[config.mk]
export PLATFORM = sky130hd
export DESIGN_NAME = pe_row_top
export DESIGN_NICKNAME = d
export VERILOG_FILES = /design/src/hdl/pe_cfg_pkg.sv /design/src/hdl/pe_accum_stage.sv /design/src/hdl/pe_mult_stage.sv /design/src/hdl/pe_mux_mult.sv /design/src/hdl/pe_pipe_reg.sv /design/src/hdl/pe_row_top.sv
export SDC_FILE = /design/constraint.sdc
export NUM_CORES = 1
export LEC_CHECK = 0
export ABC_AREA = 1
export BUFFER_PORTS_ARGS = -buffer_cell sky130_fd_sc_hd__buf_2
export CELL_PAD_IN_SITES_DETAIL_PLACEMENT = 0
export CELL_PAD_IN_SITES_GLOBAL_PLACEMENT = 1
export CORE_UTILIZATION = 50
export CTS_BUF_LIST = sky130_fd_sc_hd__clkbuf_16
export CTS_CLUSTER_DIAMETER = 150
export DETAILED_ROUTE_END_ITERATION = 10
export PLACE_DENSITY = 0.89
export SYNTH_ARGS = -nofsm -noshare
export SYNTH_HDL_FRONTEND = slang
export SYNTH_SLANG_ARGS = --single-unit
[constraint.sdc]
create_clock -name i_clk -period 10.3 [get_ports i_clk]
set_input_delay 0.515 -clock i_clk [delete_from_list [all_inputs] [get_ports i_clk]]
set_output_delay 0.515 -clock i_clk [all_outputs]
set_load 0.01 [all_outputs]
[src/hdl/pe_cfg_pkg.sv]
`default_nettype none

package pe_cfg_pkg;

    localparam int DWD     = 8;          // Pixel and weight width.
    localparam int ASUMDWD = 2 * DWD;    // Full product width.
    localparam int PSUMDWD = 20;         // Partial sums wrap at this width.
    localparam int PEROW   = 4;          // Lanes in one row.

    typedef logic signed [DWD-1:0]     pix_t;
    typedef logic signed [ASUMDWD-1:0] sum_t;
    typedef logic signed [PSUMDWD-1:0] psum_t;

    // One beat as held by the fetch register.
    typedef struct packed {
        pix_t  [PEROW-1:0] ipix;
        pix_t  [PEROW-1:0] wpix;
        psum_t [PEROW-1:0] psum;
        logic              skip;         // Zero-padding beat, product forced to zero.
        logic              relu;         // Clamp negative results of this beat.
    } fs_payload_t;

endpackage

`default_nettype wire

[src/hdl/pe_accum_stage.sv]
`timescale 1ns/1ns
`default_nettype none

module pe_accum_stage (
    input  wire               i_clk,
    input  wire               i_rst_n,
    input  wire               i_rdy,
    output logic              o_ack,
    input  pe_cfg_pkg::sum_t  i_sum  [pe_cfg_pkg::PEROW],
    input  pe_cfg_pkg::psum_t i_psum [pe_cfg_pkg::PEROW],
    input  wire               i_relu,
    output logic              o_rdy,
    input  wire               i_ack,
    output pe_cfg_pkg::psum_t o_psum [pe_cfg_pkg::PEROW]
);

    import pe_cfg_pkg::*;

    psum_t acc [PEROW];
    psum_t res [PEROW];
    logic  take;

    always_comb begin
        for (int i = 0; i < PEROW; i++) begin
            acc[i] = i_psum[i] + psum_t'(i_sum[i]);  // Wraps at PSUMDWD.
            if (i_relu && acc[i][PSUMDWD-1]) begin
                res[i] = '0;
            end else begin
                res[i] = acc[i];
            end
        end
    end

    assign o_ack = !o_rdy || i_ack;
    assign take  = i_rdy && o_ack;

    always_ff @(posedge i_clk or negedge i_rst_n) begin
        if (!i_rst_n) begin
            o_rdy <= 1'b0;
        end else if (take) begin
            o_rdy <= 1'b1;
        end else if (i_ack) begin
            o_rdy <= 1'b0;               // Sink took the result.
        end
    end

    always_ff @(posedge i_clk or negedge i_rst_n) begin
        if (!i_rst_n) begin
            for (int i = 0; i < PEROW; i++) begin
                o_psum[i] <= '0;
            end
        end else if (take) begin
            for (int i = 0; i < PEROW; i++) begin
                o_psum[i] <= res[i];
            end
        end
    end

endmodule

`default_nettype wire

[src/hdl/pe_mult_stage.sv]
`timescale 1ns/1ns
`default_nettype none

module pe_mult_stage (
    input  wire               i_clk,
    input  wire               i_rst_n,
    input  wire               i_rdy,
    output logic              o_ack,
    input  pe_cfg_pkg::pix_t  i_ipix [pe_cfg_pkg::PEROW],
    input  pe_cfg_pkg::pix_t  i_wpix [pe_cfg_pkg::PEROW],
    input  pe_cfg_pkg::psum_t i_psum [pe_cfg_pkg::PEROW],
    input  wire               i_skip,
    input  wire               i_relu,
    output logic              o_rdy,
    input  wire               i_ack,
    output pe_cfg_pkg::sum_t  o_sum  [pe_cfg_pkg::PEROW],
    output pe_cfg_pkg::psum_t o_psum [pe_cfg_pkg::PEROW],
    output logic              o_relu
);

    import pe_cfg_pkg::*;

    sum_t prod [PEROW];
    logic take;

    genvar lane;
    generate
        for (lane = 0; lane < PEROW; lane++) begin : g_lane
            pe_mux_mult mult_i (
                .i_ipix (i_ipix[lane]),
                .i_wpix (i_wpix[lane]),
                .o_sum  (prod[lane])
            );
        end
    endgenerate

    assign o_ack = !o_rdy || i_ack;
    assign take  = i_rdy && o_ack;

    always_ff @(posedge i_clk or negedge i_rst_n) begin
        if (!i_rst_n) begin
            o_rdy <= 1'b0;
        end else if (take) begin
            o_rdy <= 1'b1;
        end else if (i_ack) begin
            o_rdy <= 1'b0;
        end
    end

    always_ff @(posedge i_clk or negedge i_rst_n) begin
        if (!i_rst_n) begin
            o_relu <= 1'b0;
            for (int i = 0; i < PEROW; i++) begin
                o_sum[i]  <= '0;
                o_psum[i] <= '0;
            end
        end else if (take) begin
            o_relu <= i_relu;
            for (int i = 0; i < PEROW; i++) begin
                o_sum[i]  <= i_skip ? '0 : prod[i];  // Padding beats add nothing.
                o_psum[i] <= i_psum[i];
            end
        end
    end

endmodule

`default_nettype wire

[src/hdl/pe_mux_mult.sv]
`timescale 1ns/1ns
`default_nettype none

module pe_mux_mult (
    input  pe_cfg_pkg::pix_t i_ipix,
    input  pe_cfg_pkg::pix_t i_wpix,
    output pe_cfg_pkg::sum_t o_sum
);

    import pe_cfg_pkg::*;

    // Heap-ordered adder tree: nodes 0..DWD-2 add, nodes DWD-1..2*DWD-2 are leaves.
    sum_t node [2*DWD-1];
    sum_t ipix_ext;

    assign ipix_ext = sum_t'(i_ipix);    // Sign-extend once for all rows.

    genvar b;
    genvar k;
    generate
        for (b = 0; b < DWD; b++) begin : g_pp
            sum_t pp;
            assign pp = i_wpix[b] ? (ipix_ext <<< b) : '0;
            if (b == DWD - 1) begin : g_sign
                assign node[DWD-1+b] = -pp;  // Weight MSB carries negative weight.
            end else begin : g_mag
                assign node[DWD-1+b] = pp;
            end
        end

        for (k = 0; k < DWD - 1; k++) begin : g_tree
            assign node[k] = node[2*k+1] + node[2*k+2];
        end
    endgenerate

    assign o_sum = node[0];

endmodule

`default_nettype wire

[src/hdl/pe_pipe_reg.sv]
`timescale 1ns/1ns
`default_nettype none

module pe_pipe_reg #(
    parameter type T = logic
) (
    input  wire  i_clk,
    input  wire  i_rst_n,
    input  wire  i_rdy,
    output logic o_ack,
    input  T     i_data,
    output logic o_rdy,
    input  wire  i_ack,
    output T     o_data
);

    logic take;

    assign o_ack = !o_rdy || i_ack;      // Free slot, or the slot drains this cycle.
    assign take  = i_rdy && o_ack;

    always_ff @(posedge i_clk or negedge i_rst_n) begin
        if (!i_rst_n) begin
            o_rdy <= 1'b0;
        end else if (take) begin
            o_rdy <= 1'b1;
        end else if (i_ack) begin
            o_rdy <= 1'b0;               // Taken with nothing behind it.
        end
    end

    always_ff @(posedge i_clk or negedge i_rst_n) begin
        if (!i_rst_n) begin
            o_data <= '0;
        end else if (take) begin
            o_data <= i_data;
        end
    end

endmodule

`default_nettype wire

[src/hdl/pe_row_top.sv]
`timescale 1ns/1ns
`default_nettype none

module pe_row_top (
    input  wire               i_clk,
    input  wire               i_rst_n,
    input  wire               i_rdy,
    output logic              o_ack,
    input  pe_cfg_pkg::pix_t  i_ipix [pe_cfg_pkg::PEROW],
    input  pe_cfg_pkg::pix_t  i_wpix [pe_cfg_pkg::PEROW],
    input  pe_cfg_pkg::psum_t i_psum [pe_cfg_pkg::PEROW],
    input  wire               i_skip,
    input  wire               i_relu,
    output logic              o_rdy,
    input  wire               i_ack,
    output pe_cfg_pkg::psum_t o_psum [pe_cfg_pkg::PEROW]
);

    import pe_cfg_pkg::*;

    fs_payload_t fs_in;
    fs_payload_t fs_out;
    logic        fs_rdy;
    logic        fs_ack;
    pix_t        fs_ipix [PEROW];
    pix_t        fs_wpix [PEROW];
    psum_t       fs_psum [PEROW];

    logic        ms_rdy;
    logic        ms_ack;
    sum_t        ms_sum  [PEROW];
    psum_t       ms_psum [PEROW];
    logic        ms_relu;

    genvar lane;
    generate
        for (lane = 0; lane < PEROW; lane++) begin : g_lane
            assign fs_in.ipix[lane] = i_ipix[lane];  // Pack the beat for the fetch register.
            assign fs_in.wpix[lane] = i_wpix[lane];
            assign fs_in.psum[lane] = i_psum[lane];
            assign fs_ipix[lane]    = fs_out.ipix[lane];
            assign fs_wpix[lane]    = fs_out.wpix[lane];
            assign fs_psum[lane]    = fs_out.psum[lane];
        end
    endgenerate

    assign fs_in.skip = i_skip;
    assign fs_in.relu = i_relu;

    pe_pipe_reg #(
        .T (fs_payload_t)
    ) fs_i (
        .i_clk   (i_clk),
        .i_rst_n (i_rst_n),
        .i_rdy   (i_rdy),
        .o_ack   (o_ack),
        .i_data  (fs_in),
        .o_rdy   (fs_rdy),
        .i_ack   (fs_ack),
        .o_data  (fs_out)
    );

    pe_mult_stage ms_i (
        .i_clk   (i_clk),
        .i_rst_n (i_rst_n),
        .i_rdy   (fs_rdy),
        .o_ack   (fs_ack),
        .i_ipix  (fs_ipix),
        .i_wpix  (fs_wpix),
        .i_psum  (fs_psum),
        .i_skip  (fs_out.skip),
        .i_relu  (fs_out.relu),
        .o_rdy   (ms_rdy),
        .i_ack   (ms_ack),
        .o_sum   (ms_sum),
        .o_psum  (ms_psum),
        .o_relu  (ms_relu)
    );

    pe_accum_stage as_i (
        .i_clk   (i_clk),
        .i_rst_n (i_rst_n),
        .i_rdy   (ms_rdy),
        .o_ack   (ms_ack),
        .i_sum   (ms_sum),
        .i_psum  (ms_psum),
        .i_relu  (ms_relu),
        .o_rdy   (o_rdy),
        .i_ack   (i_ack),
        .o_psum  (o_psum)
    );

endmodule

`default_nettype wire

==> qor.yml <==
outcome: "complete, no violations"
drv_slew: 0
areaGrowthSynthToFinish_pct: 10.3
post-synth-top-area-cell: "sky130_fd_sc_hd__dfrtp_1"
min_path_type: "input pin to flop"
fin_worst_skew_ps: 21.6
cts_inserted_buffers: 44
tritoncts: "built"
yosysMostFrequentCell: "sky130_fd_sc_hd__nand2_1"
start_util_pct: 50.6
fillerInstances: 5500
cts_root_buf: "sky130_fd_sc_hd__clkbuf_16"
worst_ep_required_time_ps: 10830
drive_gt1_share_pct: 15.2
yosysUniqueCellTypes: 41
critical_path.max_fanout: 10
critical_path_data_arrival_time_ps: 4990
synth_sequential_area_ratio_pct: 31.3
min_period_over_period_pct: 43.3
cts.repair.resized: 0
drt-vias-per-instance: 4.99
critPathBufInv: 4
synth_top_area_share_pct: 31.3
tritoncts_num_sinks: 374
timing.setup.critical_path_class: "flop to flop"
timing.final.hold_violations: 0
nNetsFinal: 4364
worst_slew_pin_slew_ps: 1020
detailroute.via_count: 23000
grt_max_degree: 100
antenna_found_initial: 3
critPathMaxStageDelay_ps: 620
dp_hpwl_mm: 56.3
final_period_demand_of_the_worst_path_ps: 4460
ys_async_sr_fraction_pct: 100
grt_remaining_overflow: 0
dominant_cells_by_area_after_synthesis: "sky130_fd_sc_hd__dfrtp_1 31%, sky130_fd_sc_hd__nand2_1 15%, sky130_fd_sc_hd__fa_1 14%"
drc_violations: 0
first_pass_iters: 6
worstSkewPairLatency_ps: 600
dieArea_um2: 60700
post_drt_wl_per_cell_um: 15.6
dr.first_iter.drc_count: 1631
numPortBuffers: 231
placementRows: 89
dieHeight_um: 246
fp.coreArea_um2: 59000
postSynth.topFlopCell: "sky130_fd_sc_hd__dfrtp_1"
max_cap_violations: 0
global_route_wire_length_before_repair_mm: 118
slew_headroom_pct: 31.8
cells_traversed_along_the_worst_timing_path: "nand2_2 > inv_1 > a21oi_1 > ha_1 > inv_1 > fa_1 > fa_1 > fa_1 > inv_1 > ha_1 > inv_1 > nor3_1 > nand3_1 > and3_1 > nand2_1 > nand3_1 > nand2_1"
first_global_vias: 22600
timing.critical_path.mode_cell: "sky130_fd_sc_hd__inv_1"
placed_area_um2: 31500
yosysWarningCount: 0
type_of_origin_of_the_critical_path: "flop"
rsz_0062_raised_after_global_routing: "false"
h-tree-depth: 2
place_congestion: 0.910
synth_common_cells: "1,174 x sky130_fd_sc_hd__nand2_1, 620 x sky130_fd_sc_hd__inv_1, 374 x sky130_fd_sc_hd__dfrtp_1"
totalWireLength_mm: 72.1
postSynthNetCount: 4206
path_delay_family: "adder cells"
cp-end-kind: "flop"
drt.antenna.violating_nets: 0
dieWidth_um: 246
timing.critical_path.slowest_stage_cell: "sky130_fd_sc_hd__dfrtp_1"
number_of_enable_flip_flop_cells_after_synthesis: 0
synth_area_per_cell_um2: 8.19
syn-cell-area_um2: 29900
worst_setup_hold_path_clk_slew_ps: 60
global_route.usage.total_pct: 24.4
tns_ps: 0
upper_clock_frequency_limit_mhz: 224
postCtsSetupRepairBufs: 0
max-clock-path-buffers: 3
register_bit_total_from_synthesis: 374
stdcell_area_um2: 33000
number_of_primary_i_o_pins: 232
finalSetupViolCount: 0
synthCells: 3648
[cell families (layout without fill, tap and decap cells)]
| logic type | count (synthesis) | count (layout) | share of synthesized area (%) |
|---|---|---|---|
| other | 0 | 3 | 0 |
| multiplexers | 139 | 139 | 5.24 |
| AO/OA/AOI/OAI | 266 | 266 | 5.12 |
| flip-flops | 374 | 374 | 31.3 |
| buffers and inverters | 761 | 953 | 10.0 |
| AND/OR/NAND/NOR | 1606 | 1606 | 23.3 |
| adder cells (fa/ha/maj) | 408 | 408 | 22.2 |
| XOR/XNOR | 94 | 94 | 2.76 |
[routing by layer]
metal | track usage, % | part of all wire (%)
met5 | 0 | 0
met3 | 3.44 | 4.6
met4 | 6.61 | 2.4
met2 | 36.9 | 44
met1 | 36.3 | 49
[area by class of cell]
cell class	count	area (µm²)	area share, %
diodes	3	7.51	0.0228
clock buffers	44	1100	3.34
clock inverters	36	340	1.03
inverters	629	2360	7.17
multi-input cells	2513	17600	53.3
flip-flops and latches	374	9360	28.4
well taps	773	967	2.93
repair buffers	244	1270	3.84
[flip-flops by register name (all words and copies together), names as in the netlist]
signal,count
fs_i.o_data,146
as_i.o_psum,80
ms_i.o_psum,80
ms_i.o_sum,64
as_i.o_rdy,1
fs_i.o_rdy,1
ms_i.o_rdy,1
ms_i.o_relu,1
[cell usage in the layout, fill, tap and decap left out, types with 5 or more instances in the layout]
cell,count
sky130_fd_sc_hd__o21bai_1,8
sky130_fd_sc_hd__nand2_1,1171
sky130_fd_sc_hd__and2_1,11
sky130_fd_sc_hd__mux2_2,139
sky130_fd_sc_hd__clkinv_1,9
sky130_fd_sc_hd__o21ai_0,72
sky130_fd_sc_hd__bufinv_16,5
sky130_fd_sc_hd__nand3_2,46
sky130_fd_sc_hd__xor2_1,36
sky130_fd_sc_hd__or2_2,8
sky130_fd_sc_hd__nand2_2,35
sky130_fd_sc_hd__a21o_1,22
sky130_fd_sc_hd__nor2_4,9
sky130_fd_sc_hd__a21oi_2,5
sky130_fd_sc_hd__inv_2,10
sky130_fd_sc_hd__nand3_1,143
sky130_fd_sc_hd__nand3b_1,18
sky130_fd_sc_hd__inv_1,624
sky130_fd_sc_hd__a22o_1,16
sky130_fd_sc_hd__nor3_1,8
sky130_fd_sc_hd__fa_1,204
sky130_fd_sc_hd__xnor2_1,58
sky130_fd_sc_hd__nand4_1,13
sky130_fd_sc_hd__a21oi_1,125
sky130_fd_sc_hd__clkbuf_16,44
sky130_fd_sc_hd__dfrtp_1,374
sky130_fd_sc_hd__buf_2,230
sky130_fd_sc_hd__nor2_1,116
sky130_fd_sc_hd__a31oi_1,8
sky130_fd_sc_hd__nor2_2,6
sky130_fd_sc_hd__buf_4,12
sky130_fd_sc_hd__ha_1,204
sky130_fd_sc_hd__clkinv_2,7
[worst paths after layout]
check                                 start               end  slack [ps]  depth (start not counted)
setup / recovery           fs_i.o_data[106]    ms_i.o_sum[15]        5840                         17
hold / removal                   i_psum[42]   fs_i.o_data[24]         150                          2
setup reg to reg           fs_i.o_data[106]    ms_i.o_sum[15]        5840                         17
hold reg to reg             fs_i.o_data[13]   ms_i.o_psum[71]         450                          2
max in group asynchronous           i_rst_n  fs_i.o_data[121]        7480                          4
min in group asynchronous           i_rst_n   as_i.o_psum[26]         540                          2
[through the flow]
step	util [%]	setup slack (ps)	std cells	hold WS [ps]
6_report	55.8	5840	4616	148
5_1_grt	55.8	5510	4616	126
3_5_place_dp	53.4	5860	4532	454
2_1_floorplan	-	6280	3648	219
4_1_cts	55.8	5850	4613	110
3_3_place_gp	53.4	5900	4532	443
[what timing repair did]
item	CTS	global route
hold buffers	1	0
setup endpoints to repair	0	0
hold endpoints to repair	37	0
Power is left out: the tool's default activity adds up to more than one toggle a clock period on the data nets, which glitch-free logic cannot reach.
